`src/logic/bus_pkg.sv`:
```
package bus_pkg;

  // bus widths
  localparam int ADDR_W = 32;
  localparam int DATA_W = 32;
  localparam int ID_W   = 4;
  localparam int SIZE_W = 3;
  localparam int RESP_W = 2;

  // requesters, 0 is fetch and 1 is load
  localparam int N_MASTERS = 2;
  localparam int MST_IDX_W = (N_MASTERS > 1) ? $clog2(N_MASTERS) : 1;

  // core-local timer window
  localparam logic [ADDR_W-1:0] CLINT_BASE   = 32'h0200_0000;
  localparam logic [ADDR_W-1:0] CLINT_SIZE   = 32'h0001_0000; // 64 KiB
  localparam logic [ADDR_W-1:0] MTIME_LO_OFF = 32'h0000_bff8;
  localparam logic [ADDR_W-1:0] MTIME_HI_OFF = 32'h0000_bffc;
  localparam int                MTIME_W      = 64;

  // read response codes
  localparam logic [RESP_W-1:0] RESP_OKAY   = 2'd0;
  localparam logic [RESP_W-1:0] RESP_DECERR = 2'd3;

  // single-beat read request, 39 bits
  typedef struct packed {
    logic [ADDR_W-1:0] addr;
    logic [ID_W-1:0]   id;
    logic [SIZE_W-1:0] size;
  } rd_req_t;

  // read response beat, 39 bits
  typedef struct packed {
    logic [DATA_W-1:0] data;
    logic [RESP_W-1:0] resp;
    logic              last;
    logic [ID_W-1:0]   id;
  } rd_rsp_t;

endpackage

```
`src/logic/hold_slice.sv`:
```
module hold_slice #(
  parameter type payload_t = logic
) (
  input  logic     clock,
  input  logic     rst_n,
  input  logic     in_valid,
  output logic     in_ready,
  input  payload_t in_data,
  output logic     out_valid,
  input  logic     out_ready,
  output payload_t out_data
);

  logic     full;
  payload_t data_q;

  // take a new item when empty or when the held one leaves this cycle
  assign in_ready  = !full || out_ready;
  assign out_valid = full;
  assign out_data  = data_q;

  always_ff @(posedge clock or negedge rst_n) begin
    if (!rst_n) begin
      full <= 1'b0;
    end else if (in_valid && in_ready) begin
      full <= 1'b1;
    end else if (out_ready) begin
      full <= 1'b0; // drained, nothing new
    end
  end

  always_ff @(posedge clock) begin
    if (in_valid && in_ready) begin
      data_q <= in_data;
    end
  end

  // a stalled item must not change under the consumer
  a_out_stable: assert property (
    @(posedge clock) disable iff (!rst_n)
    (out_valid && !out_ready) |=> (out_valid && $stable(out_data))
  ) else $error("hold_slice: out_data changed while stalled");

endmodule

```
`src/logic/read_arbiter.sv`:
```
module read_arbiter (
  input  logic                               clock,
  input  logic                               rst_n,
  // drained request slices
  input  logic [bus_pkg::N_MASTERS-1:0]      slice_valid,
  output logic [bus_pkg::N_MASTERS-1:0]      slice_ready,
  input  bus_pkg::rd_req_t                   slice_req [bus_pkg::N_MASTERS],
  // responses back to the masters
  output logic [bus_pkg::N_MASTERS-1:0]      rsp_valid,
  input  logic [bus_pkg::N_MASTERS-1:0]      rsp_ready,
  output bus_pkg::rd_rsp_t                   rsp [bus_pkg::N_MASTERS],
  // external memory
  output logic                               ext_ar_valid,
  input  logic                               ext_ar_ready,
  output bus_pkg::rd_req_t                   ext_ar,
  input  logic                               ext_r_valid,
  output logic                               ext_r_ready,
  input  bus_pkg::rd_rsp_t                   ext_r,
  // timer
  output logic                               clint_ar_valid,
  input  logic                               clint_ar_ready,
  output bus_pkg::rd_req_t                   clint_ar,
  input  logic                               clint_r_valid,
  output logic                               clint_r_ready,
  input  bus_pkg::rd_rsp_t                   clint_r
);

  import bus_pkg::*;

  logic                 busy;       // one read in flight
  logic [MST_IDX_W-1:0] grant_idx;  // owner of the read in flight
  logic                 tgt_clint;  // its target

  logic                 req_any;
  logic [MST_IDX_W-1:0] sel_idx;
  rd_req_t              sel_req;
  logic                 sel_clint;
  logic                 sel_ready;
  logic                 ar_fire;

  rd_rsp_t              r_mux;
  logic                 r_valid_mux;
  logic                 rsp_fire;
  logic                 rsp_done;
  logic                 can_grant;

  // fixed priority, the highest valid index wins
  always_comb begin
    req_any = 1'b0;
    sel_idx = '0;
    for (int i = 0; i < N_MASTERS; i++) begin
      if (slice_valid[i]) begin
        req_any = 1'b1;
        sel_idx = MST_IDX_W'(i);
      end
    end
  end

  assign sel_req   = slice_req[sel_idx];
  assign sel_clint = (sel_req.addr >= CLINT_BASE) &&
                     (sel_req.addr < CLINT_BASE + CLINT_SIZE);

  // response side, steered by the recorded grant
  assign r_valid_mux = tgt_clint ? clint_r_valid : ext_r_valid;
  assign r_mux       = tgt_clint ? clint_r : ext_r;
  assign rsp_fire    = busy && r_valid_mux && rsp_ready[grant_idx];
  assign rsp_done    = rsp_fire && r_mux.last;

  // a new grant may go out in the cycle the last beat returns
  assign can_grant = !busy || rsp_done;

  assign ext_ar_valid   = can_grant && req_any && !sel_clint;
  assign clint_ar_valid = can_grant && req_any && sel_clint;
  assign ext_ar         = sel_req;
  assign clint_ar       = sel_req;

  assign sel_ready = sel_clint ? clint_ar_ready : ext_ar_ready;
  assign ar_fire   = can_grant && req_any && sel_ready;

  always_comb begin
    for (int i = 0; i < N_MASTERS; i++) begin
      slice_ready[i] = ar_fire && (sel_idx == MST_IDX_W'(i));
      rsp_valid[i]   = busy && r_valid_mux && (grant_idx == MST_IDX_W'(i));
      rsp[i]         = r_mux; // only the owner sees valid
    end
  end

  assign ext_r_ready   = busy && !tgt_clint && rsp_ready[grant_idx];
  assign clint_r_ready = busy && tgt_clint && rsp_ready[grant_idx];

  always_ff @(posedge clock or negedge rst_n) begin
    if (!rst_n) begin
      busy      <= 1'b0;
      grant_idx <= '0;
      tgt_clint <= 1'b0;
    end else if (ar_fire) begin
      busy      <= 1'b1;
      grant_idx <= sel_idx;
      tgt_clint <= sel_clint;
    end else if (rsp_done) begin
      busy <= 1'b0;
    end
  end

  // never address both targets at once
  a_one_target: assert property (
    @(posedge clock) disable iff (!rst_n)
    $onehot0({ext_ar_valid, clint_ar_valid})
  ) else $error("read_arbiter: request sent to both targets");

  // targets only answer reads that were granted
  a_no_rsp_idle: assert property (
    @(posedge clock) disable iff (!rst_n)
    !busy |-> !(ext_r_valid || clint_r_valid)
  ) else $error("read_arbiter: response with no read outstanding");

endmodule

```
`src/logic/clint_timer.sv`:
```
module clint_timer (
  input  logic             clock,
  input  logic             rst_n,
  input  logic             ar_valid,
  output logic             ar_ready,
  input  bus_pkg::rd_req_t ar,
  output logic             r_valid,
  input  logic             r_ready,
  output bus_pkg::rd_rsp_t r
);

  import bus_pkg::*;

  logic [MTIME_W-1:0] mtime;
  logic [ADDR_W-1:0]  offset;
  rd_rsp_t            rsp_next;

  // free-running, one tick per clock
  always_ff @(posedge clock or negedge rst_n) begin
    if (!rst_n) begin
      mtime <= '0;
    end else begin
      mtime <= mtime + 1'b1;
    end
  end

  assign offset = ar.addr - CLINT_BASE;

  always_comb begin
    rsp_next.last = 1'b1; // single beat
    rsp_next.id   = ar.id;
    if (offset == MTIME_LO_OFF) begin
      rsp_next.data = mtime[DATA_W-1:0];
      rsp_next.resp = RESP_OKAY;
    end else if (offset == MTIME_HI_OFF) begin
      rsp_next.data = mtime[MTIME_W-1:DATA_W];
      rsp_next.resp = RESP_OKAY;
    end else begin
      // nothing else is mapped in the window
      rsp_next.data = '0;
      rsp_next.resp = RESP_DECERR;
    end
  end

  // response slice sets the one-cycle latency and the back-pressure
  hold_slice #(
    .payload_t (rd_rsp_t)
  ) rsp_slice_i (
    .clock     (clock),
    .rst_n     (rst_n),
    .in_valid  (ar_valid),
    .in_ready  (ar_ready),
    .in_data   (rsp_next),
    .out_valid (r_valid),
    .out_ready (r_ready),
    .out_data  (r)
  );

endmodule

```
`src/logic/read_fabric.sv`:
```
module read_fabric (
  input  logic                          clock,
  input  logic                          rst_n,
  // requesters, 0 fetch and 1 load
  input  logic [bus_pkg::N_MASTERS-1:0] req_valid,
  output logic [bus_pkg::N_MASTERS-1:0] req_ready,
  input  bus_pkg::rd_req_t              req [bus_pkg::N_MASTERS],
  output logic [bus_pkg::N_MASTERS-1:0] rsp_valid,
  input  logic [bus_pkg::N_MASTERS-1:0] rsp_ready,
  output bus_pkg::rd_rsp_t              rsp [bus_pkg::N_MASTERS],
  // external AXI read master
  output logic                          ext_ar_valid,
  input  logic                          ext_ar_ready,
  output bus_pkg::rd_req_t              ext_ar,
  input  logic                          ext_r_valid,
  output logic                          ext_r_ready,
  input  bus_pkg::rd_rsp_t              ext_r
);

  import bus_pkg::*;

  logic [N_MASTERS-1:0] slice_valid;
  logic [N_MASTERS-1:0] slice_ready;
  rd_req_t              slice_req [N_MASTERS];

  logic    clint_ar_valid;
  logic    clint_ar_ready;
  rd_req_t clint_ar;
  logic    clint_r_valid;
  logic    clint_r_ready;
  rd_rsp_t clint_r;

  // one request slot per master
  for (genvar m = 0; m < N_MASTERS; m++) begin : g_req_slice
    hold_slice #(
      .payload_t (rd_req_t)
    ) req_slice_i (
      .clock     (clock),
      .rst_n     (rst_n),
      .in_valid  (req_valid[m]),
      .in_ready  (req_ready[m]),
      .in_data   (req[m]),
      .out_valid (slice_valid[m]),
      .out_ready (slice_ready[m]),
      .out_data  (slice_req[m])
    );
  end

  read_arbiter read_arbiter_i (
    .clock          (clock),
    .rst_n          (rst_n),
    .slice_valid    (slice_valid),
    .slice_ready    (slice_ready),
    .slice_req      (slice_req),
    .rsp_valid      (rsp_valid),
    .rsp_ready      (rsp_ready),
    .rsp            (rsp),
    .ext_ar_valid   (ext_ar_valid),
    .ext_ar_ready   (ext_ar_ready),
    .ext_ar         (ext_ar),
    .ext_r_valid    (ext_r_valid),
    .ext_r_ready    (ext_r_ready),
    .ext_r          (ext_r),
    .clint_ar_valid (clint_ar_valid),
    .clint_ar_ready (clint_ar_ready),
    .clint_ar       (clint_ar),
    .clint_r_valid  (clint_r_valid),
    .clint_r_ready  (clint_r_ready),
    .clint_r        (clint_r)
  );

  clint_timer clint_timer_i (
    .clock    (clock),
    .rst_n    (rst_n),
    .ar_valid (clint_ar_valid),
    .ar_ready (clint_ar_ready),
    .ar       (clint_ar),
    .r_valid  (clint_r_valid),
    .r_ready  (clint_r_ready),
    .r        (clint_r)
  );

endmodule

```
`config.mk`:
```
export PLATFORM = sky130hd
export DESIGN_NAME = read_fabric
export DESIGN_NICKNAME = d
export VERILOG_FILES = /design/src/logic/bus_pkg.sv /design/src/logic/hold_slice.sv /design/src/logic/read_arbiter.sv /design/src/logic/clint_timer.sv /design/src/logic/read_fabric.sv
export SDC_FILE = /design/constraint.sdc
export NUM_CORES = 1
export LEC_CHECK = 0
export ABC_CLOCK_PERIOD_IN_PS = 4000
export BUFFER_PORTS_ARGS = -buffer_cell sky130_fd_sc_hd__buf_2
export CORE_UTILIZATION = 30
export CTS_CLUSTER_SIZE = 10
export DETAILED_ROUTE_END_ITERATION = 7
export PLACE_DENSITY = 0.6
export SLEW_MARGIN = 15
export SYNTH_ARGS = -nofsm -noshare
export SYNTH_HDL_FRONTEND = slang
export SYNTH_HIERARCHICAL = 1
export SYNTH_SLANG_ARGS = --single-unit
```
`constraint.sdc`:
```
create_clock -name clock -period 4 [get_ports clock]
set_input_delay 0.8 -clock clock [delete_from_list [all_inputs] [get_ports clock]]
set_output_delay 0.8 -clock clock [all_outputs]
set_load 0.03 [all_outputs]
```
Word level (Yosys, flattened, before mapping)
Index checks and enable logic that the tools add are counted.
- register bits after elaboration: 186
- bits of input ports: 125
- output and inout port bits: 123
- add/subtract/negate cells: 2
- magnitude comparators: 4
- equal/unequal tests: 2
- multiplexer cells: 21
- bitwise logic cells: 3
- reduce and logical (&&, ||, !) cells: 33
- operators by type and width (cell ; number):
    2-to-1 mux 39 bit ; 4
    2-to-1 mux 34 bit ; 2
    adder 64 x 1 -> 64 bit (second input constant) ; 1
    equality test 32 x 16 -> 1 bit (second input constant) ; 2
    greater-or-equal comparator 32 x 26 -> 1 bit (second input constant) ; 1
    less-than comparator 32 x 26 -> 1 bit (second input constant) ; 1
    subtractor 32 x 26 -> 32 bit (second input constant) ; 1
    logical AND 1 bit ; 19
    2-to-1 mux 1 bit ; 15
    nonzero test 2 bit ; 4
    zero test 1 bit ; 6
    logical OR 1 bit ; 4
    greater-or-equal comparator 2 bit (second input constant) ; 1
    less-than comparator 1 x 2 -> 1 bit (second input constant) ; 1
    NOT 1 bit ; 2
    NOT 1 -> 2 bit ; 1

Longest topological paths before layout
Gate-level depths: netlist of the first run.
- depth after elaboration: 13
- mapped depth: 12
- depth with buffers taken out: 8

Cells and area by module
Netlist of the first run, hierarchy kept.
- modules (own cells, without submodules) (module ; times used ; cells each ; area an instance (um2)):
    hold_slice ; 3 ; 43 ; 1224.9
    clint_timer ; 1 ; 351 ; 3533.4
    read_arbiter ; 1 ; 207 ; 1853.0

Worst setup path after synthesis of the first run
Ideal clock, no wire load.
- path type: register -> register
- start point: reg g_req_slice[1].req_slice_i.full
- end point: reg clint_timer_i.rsp_slice_i.data_q (netlist bit clint_timer_i/rsp_slice_i/out_data[5]), data pin
- library setup time: 0.269 ns
- arrival: 2.800 ns
- required time: 3.731 ns
- path slack: 0.931 ns
- stages on the path, launching flop included: 9
- clock period less this slack: 3.069 ns
- cell sequence: dfrtp_1 -> buf_6 -> clkbuf_1 -> buf_1 -> mux2_2 -> or4b_2 -> nor4_1 -> nand3_1 -> buf_2
- RTL lines (element ; line ; source):
    start: declaration ; hold_slice.sv:14 ; logic full;
    start signal: assignment ; hold_slice.sv:24 ; full <= 1'b0;
    start signal: assignment ; hold_slice.sv:26 ; full <= 1'b1;
    start signal: assignment ; hold_slice.sv:28 ; full <= 1'b0;
    end signal: assignment ; hold_slice.sv:34 ; data_q <= in_data;
    end: declaration ; hold_slice.sv:15 ; payload_t data_q;

Worst setup path after layout of the first run
- start point: reg g_req_slice[1].req_slice_i.full
- end point: out req_ready[0] (netlist name)
- word-level cells in the longest chain between the ends: 11
- elaborated cells between the ends (all ways): 15
- classes of those cells: 2 x order compare; 6 x mux; 2 x bitwise; 5 x reduce/logical
- RTL lines (element ; line ; source):
    2-to-1 mux 1 bit ; read_arbiter.sv:52 ; if (slice_valid[i]) begin
    NOT 1 -> 2 bit (implied by the code) ; read_arbiter.sv:59 ; assign sel_req = slice_req[sel_idx];
    2-to-1 mux 39 bit (implied by the code) (3 in a row) ; read_arbiter.sv:59 ;
    greater-or-equal comparator 32 x 26 -> 1 bit or less-than comparator 32 x 26 -> 1 bit (tied branches) ; read_arbiter.sv:60, read_arbiter.sv:61 ;
    logical AND 1 bit ; read_arbiter.sv:60 ; assign sel_clint = (sel_req.addr >= CLINT_BASE) &&
    2-to-1 mux 1 bit ; read_arbiter.sv:77 ; assign sel_ready = sel_clint ? clint_ar_ready : ext_ar_ready;
    logical AND 1 bit ; read_arbiter.sv:78 ; assign ar_fire = can_grant && req_any && sel_ready;
    logical AND 1 bit (*) ; read_arbiter.sv:82 ; slice_ready[i] = ar_fire && (sel_idx == MST_IDX_W'(i));
    named net slice_ready[0] ; read_fabric.sv:23 ; logic [N_MASTERS-1:0] slice_ready;
    logical OR 1 bit (*) ; hold_slice.sv:18 ; assign in_ready = !full || out_ready;
    end: declaration ; read_fabric.sv:6 ; output logic [bus_pkg::N_MASTERS-1:0] req_ready,
The timed path passes the listed nets; every way through them passes the cells marked *. The select of a mux whose other input is x is not followed.

==> impl_metrics.py, run 1 <==
metrics = {
    "synthesis": {
        "synth.distinct_cells": 48,
        "ys.flop_type": "edfxtp_1",
        "synth_edf_count": 117,
        "yosysWarnings": 6,
        "netlist_area_um2": 9060,
        "syn_inst": 687,
        "syn-num-nets": 814,
        "async_reset_ff_share_pct": 37.4,
        "ys_ff_latch": 187,
        "avgSynthCellArea_um2": 13.2,
        "ys_seq_area_share_pct": 58.1,
    },
    "global_route": {
        "grt_overflow_total": 0,
        "grt_pass1_vias": 5849,
        "grt_pass1_wl_um": 32600,
        "grt_max_degree": 44,
        "antenna_found_initial": 2,
        "grtUsageTotal_pct": 14.0,
    },
    "power_and_ir_drop": {
        "powerDensity_nw_per_um2": 462,
        "leakage_nw": 4.46,
        "peakVddDrop_mv": 0.302,
    },
    "drt": {
        "drt_iter0_markers": 217,
        "drt_wl_total_um": 21400,
        "wl_per_cell_um": 16.9,
        "dr.pass1.iters": 4,
        "num_vias": 5815,
        "drt_drc_violations_left": 0,
        "ant_nets": 0,
        "viasPerCell": 4.59,
    },
    "sta": {
        "setup_violations": 0,
        "rsz0062_at_grt": "false",
        "max_slew_margin_pct": 52.1,
        "hold_ws_ns": 0.405,
        "finalCritPeriodShare_pct": 96.8,
        "worst_slew_pin_slew_ns": 0.719,
        "finalSetupTns_ns": 0,
        "finalClockSkew_ns": 0.0190,
        "fmax_ghz": 0.258,
        "period_needed_ns": 3.87,
        "maxSlewViolCount": 0,
        "hold_viol": 0,
    },
    "worst_setup_path": {
        "cp_max_fo": 19,
        "start_kind": "flip-flop",
        "required_ns": 3.20,
        "crit_path_end_kind": "output pin",
        "critical_path_class": "flip-flop to output pin",
        "crit_arrival_ns": 3.07,
    },
    "floorplanning": {
        "pin_count": 248,
        "core_area_um2": 29600,
        "die-area_um2": 30900,
        "die_h_um": 176,
        "dieWidth_um": 176,
        "initial_core_util_pct": 30.6,
        "num_rows": 63,
    },
    "final_layout": {
        "drive_gt1_share_pct": 44.2,
        "finalCoreUtilization_pct": 36.4,
        "syn2layout_area_growth_pct": 19.1,
        "n_fill_cell": 2961,
        "layout.nets": 989,
    },
    "hold_path": {
        "min_path_type": "primary input to asynchronous set/reset pin",
    },
    "clock_tree": {
        "numCtsBuffers": 17,
        "cts-htree-levels": 4,
        "ctsHoldBuffers": 0,
        "clk_pin_slew_ns": 0.08,
        "cts_root_buf": "clkbuf_16",
        "cts.sinks": 187,
        "insertion_delay_ns": 0.43,
        "cts_buffer_depth": 2,
        "cts_tree": "yes",
    },
    "status": {
        "outcome": "finished, final reports clean",
    },
    "flow_run": {
        "cap_violations": 0,
    },
    "place": {
        "dpl.hpwl_um": 15300,
        "port_buffers": 247,
        "gp_congestion": 0.834,
    },
}
[final cells by class]
cell class	count	area (µm²)	share of cell area, %
sequential	187	5270	48.8
multi-input combinational	389	3080	28.5
clock inverter	14	198	1.83
inverter	14	52.6	0.487
timing repair buffer	253	1280	11.9
antenna	1	2.50	0.0232
tap	390	488	4.52
clock buffer	18	429	3.98
[layout by cell type (no fill, tap or decap), drive strengths merged, types with 2 or more instances in the layout]
master,count
or3,4
or4b,2
nand3,30
clkbuf,18
nor3,17
nand2,26
mux2,80
clkinv,4
edfxtp,117
nor4,13
nor2b,2
bufinv,2
xnor2,39
a21oi,2
nand4b,2
nand2b,6
xor2,24
inv,22
mux2i,33
nand4,21
ha,2
buf,253
nor2,52
nor4b,4
o22a,2
a21o,3
and3,10
dfrtp,70
and4,3
or4,2
and2,5
[worst max-delay path: stages (launching register included)]
cell      delay (ns)
dfrtp_2         0.57
or4_1           0.58
o22a_1          0.23
nor4b_4         0.43
mux2i_2         0.34
nor2b_1         0.16
nand2b_4        0.13
buf_2           0.19
[flip-flops by register name, summed over array words and instances (netlist names)]
| name | count |
|---|---|
| g_req_slice.req_slice_i/out_valid | 2 |
| read_arbiter_i/tgt_clint | 1 |
| clint_timer_i/mtime | 64 |
| clint_timer_i/rsp_slice_i/out_valid | 1 |
| read_arbiter_i/grant_idx | 1 |
| g_req_slice.req_slice_i/out_data | 78 |
| read_arbiter_i/busy | 1 |
| clint_timer_i/rsp_slice_i/out_data | 39 |
[power by group]
part	leakage (nW)	internal (W)	switching (W)	total, W
logic	2.21	0.000345	0.000645	0.000990
clock network	0.306	0.000967	0.000822	0.00179
registers	1.95	0.00216	0.0000519	0.00221
[final timing paths]
path                                                 startpoint                                     end  slack [ns]  depth (start not counted)
max                        g_req_slice[1].req_slice_i/out_valid                            req_ready[0]        0.13                          7
min                                                       rst_n                 clint_timer_i/mtime[19]        0.40                          1
max reg2reg                g_req_slice[1].req_slice_i/out_valid  g_req_slice[0].req_slice_i/out_data[5]        0.64                          7
min reg2reg                             clint_timer_i/mtime[63]                 clint_timer_i/mtime[63]        0.48                          1
max in group asynchronous                                 rst_n                 clint_timer_i/mtime[33]        2.52                          2
min in group clock                      clint_timer_i/mtime[63]                 clint_timer_i/mtime[63]        0.48                          1
[logic make-up (layout without fill, tap and decap cells)]
logic type	count (synthesis)	in the layout	share of synthesized area, %
AO/OA/AOI/OAI	10	10	0.829
XOR/XNOR	63	63	6.09
adder cells (fa/ha/maj)	2	2	0.276
buffers and inverters	111	299	7.99
flip-flops	187	187	58.1
multiplexers	113	113	13.6
other	1	2	0.0414
AND/OR/NAND/NOR	200	200	13.1
[synthesized netlist by cell type, drive strengths merged (4+ instances only)]
master,number,area (µm²)
nor4,13,133
mux2,80,901
nand2b,6,60.1
mux2i,33,330
nor3,17,106
nor4b,4,50.1
edfxtp,117,3510
and2,5,38.8
inv,14,52.6
nand3,30,163
and3,10,62.6
nor2,52,195
xnor2,39,342
nand4,21,156
xor2,24,210
buf,89,642
or3,4,25.0
nand2,26,97.6
dfrtp,70,1750
clkbuf,8,30.0
[what timing repair did]
item | in CTS | in global routing
setup endpoints to repair | 0 | 2
buffers inserted | 0 | 0
gates resized for setup | 0 | 1
[per-layer routing]
layer  track usage, %  share of wire, %  up-vias
li1                 -                 -     2738
met1             17.2                43     2867
met2             24.4                50      187
met3             3.07               5.6       21
met4             4.28               1.4        2
met5                0             0.047        -
[per-stage QoR]
step / setup slack [ns] / std cells / area, µm² / power [W]
after CTS: 0.0474 / 1265 / 10800 / 0.00504
after detailed placement: 0.534 / 1233 / 10200 / 0.00325
after global placement: 0.546 / 1233 / 10200 / 0.00324
final: 0.126 / 1266 / 10800 / 0.00499
after global routing: 0.00539 / 1266 / 10800 / 0.00518
after floorplan: 0.931 / 687 / 9060 / 0.00307
No activity file was read; power rests on OpenSTA's default activity.
==> inputs of run 2 (changes only) <==
--- a/config.mk
+++ b/config.mk
@@ -5,7 +5,7 @@
 export SDC_FILE = /design/constraint.sdc
 export NUM_CORES = 1
 export LEC_CHECK = 0
-export ABC_CLOCK_PERIOD_IN_PS = 4000
+export ABC_CLOCK_PERIOD_IN_PS = 3900
 export BUFFER_PORTS_ARGS = -buffer_cell sky130_fd_sc_hd__buf_2
 export CORE_UTILIZATION = 30
 export CTS_CLUSTER_SIZE = 10
==> constraint.sdc (replaced) <==
create_clock -name clock -period 3.9 [get_ports clock]
set_input_delay 0.78 -clock clock [delete_from_list [all_inputs] [get_ports clock]]
set_output_delay 0.78 -clock clock [all_outputs]
set_load 0.03 [all_outputs]
==> impl_metrics.py, run 2 (synthesized netlist as in run 1, its figures left out) <==
metrics = {
    "floorplanning": {
        "die-area_um2": 30900,
        "initial_core_util_pct": 30.6,
        "pin_count": 248,
        "die_h_um": 176,
        "num_rows": 63,
        "core_area_um2": 29600,
        "dieWidth_um": 176,
    },
    "place": {
        "gp_congestion": 0.870,
        "port_buffers": 247,
        "post-place-ws_ns": 0.446,
        "dpl_cell_area_um2": 10200,
        "dpl.hpwl_um": 15300,
    },
    "sta": {
        "setup_violations": 0,
        "hold_viol": 0,
        "fmax_ghz": 0.266,
        "worst_slew_pin_slew_ns": 1.04,
        "fin_ws_ns": 0.143,
        "maxSlewViolCount": 0,
        "finalSetupTns_ns": 0,
        "period_needed_ns": 3.76,
        "finalClockSkew_ns": 0.0216,
        "hold_ws_ns": 0.472,
        "max_slew_margin_pct": 30.9,
        "finalCritPeriodShare_pct": 96.3,
    },
    "drt": {
        "wl_per_cell_um": 17.0,
        "viasPerCell": 4.63,
        "drt_drc_violations_left": 0,
        "num_vias": 5893,
        "dr.pass1.iters": 4,
        "drt_iter0_markers": 222,
        "ant_nets": 0,
        "drt_wl_total_um": 21700,
    },
    "global_route": {
        "grt_max_degree": 44,
        "grt_pass1_wl_um": 32200,
        "grt_overflow_total": 0,
        "antenna_found_initial": 0,
        "grtUsageTotal_pct": 13.9,
        "grt_pass1_vias": 5657,
    },
    "clock_tree": {
        "clk_pin_slew_ns": 0.07,
        "insertion_delay_ns": 0.44,
        "cts_root_buf": "clkbuf_16",
        "cts_tree": "yes",
        "cts_buffer_depth": 2,
        "cts-htree-levels": 4,
        "numCtsBuffers": 17,
        "cts.sinks": 187,
    },
    "final_layout": {
        "final_cell_mix": "buf_2 (247), edfxtp_1 (117), mux2_2 (79)",
        "largest_register_ffs": 78,
        "layout.nets": 996,
        "syn2layout_area_growth_pct": 19.5,
        "final_common_cell": "buf_2",
        "final_area_um2": 10800,
        "n_fill_cell": 2931,
        "drive_gt1_share_pct": 44.7,
    },
    "worst_setup_path": {
        "critPathMaxStageDelay_ns": 0.56,
        "required_ns": 3.12,
        "start_kind": "flip-flop",
        "crit_path_end_kind": "output pin",
        "cp.depth": 8,
        "critical_path_class": "flip-flop to output pin",
        "crit_arrival_ns": 2.98,
        "cp_max_fo": 13,
        "slowest_stage": "dfrtp_4",
        "crit_family": "simple AND/OR/NAND/NOR gates",
        "crit_buf_inv": 2,
        "rr_worst_depth": 8,
        "crit_path_cell_trace": "or4_1, o22a_1, nor4b_4, buf_4, mux2i_4, nor2b_1, nand2b_4, buf_2",
    },
    "hold_path": {
        "min_path_type": "flip-flop to flip-flop",
        "whs_path_depth": 1,
    },
    "power_and_ir_drop": {
        "leakage_nw": 4.48,
        "powerDensity_nw_per_um2": 468,
        "peakVddDrop_mv": 0.280,
        "p_total_w": 0.00506,
    },
    "flow_run": {
        "cap_violations": 0,
    },
    "status": {
        "outcome": "finished, final reports clean",
    },
}
-- run 2: layout make-up --
| type | instances | area (µm²) | share of cell area [%] |
|---|---|---|---|
| timing repair buffer | 260 | 1330 | 12.3 |
| inverter | 14 | 52.6 | 0.485 |
| sequential | 187 | 5270 | 48.7 |
| tap | 390 | 488 | 4.51 |
| multi-input combinational | 389 | 3080 | 28.5 |
| antenna | 1 | 2.50 | 0.0231 |
| clock buffer | 18 | 429 | 3.96 |
| clock inverter | 14 | 170 | 1.57 |
-- run 2: per-stage QoR --
step / instances / util [%]
2_1_floorplan: 687 / -
3_3_place_gp: 1234 / 34.3
3_5_place_dp: 1234 / 34.3
4_1_cts: 1266 / 36.3
5_1_grt: 1272 / 36.5
6_report: 1273 / 36.5
-- run 2: where the power goes --
part,switching (W),total (W),internal [W]
clock network,0.000835,0.00176,0.000922
logic,0.000675,0.00104,0.000370
registers,0.0000464,0.00226,0.00222
total,0.00156,0.00506,0.00351
-- run 2: layer usage --
metal,track usage (%),wire (µm),vias up
li1,-,-,2761
met1,17.6,9360,2903
met2,23.7,10700,205
met3,2.90,1260,24
met4,4.02,350,0
met5,0,0,-
-- run 2: path summary, 6_finish.rpt --
check	startpoint	slack, ns	to
setup / recovery	g_req_slice[1].req_slice_i/out_valid	0.14	req_ready[0]
hold / removal	clint_timer_i/mtime[63]	0.47	clint_timer_i/mtime[63]
setup reg to reg	g_req_slice[1].req_slice_i/out_valid	0.66	g_req_slice[0].req_slice_i/out_data[26]
hold reg to reg	clint_timer_i/mtime[63]	0.47	clint_timer_i/mtime[63]
max in group asynchronous	rst_n	2.55	clint_timer_i/mtime[35]
min in group asynchronous	rst_n	0.51	clint_timer_i/mtime[17]
-- run 2: what timing repair did --
| item | CTS | global route |
|---|---|---|
| pin swaps | 0 | 1 |
| cloned | 0 | 0 |
| setup endpoints to repair | 2 | 2 |
| hold buffers | 0 | 0 |
| buffers inserted | 0 | 6 |
| gates resized for setup | 1 | 2 |
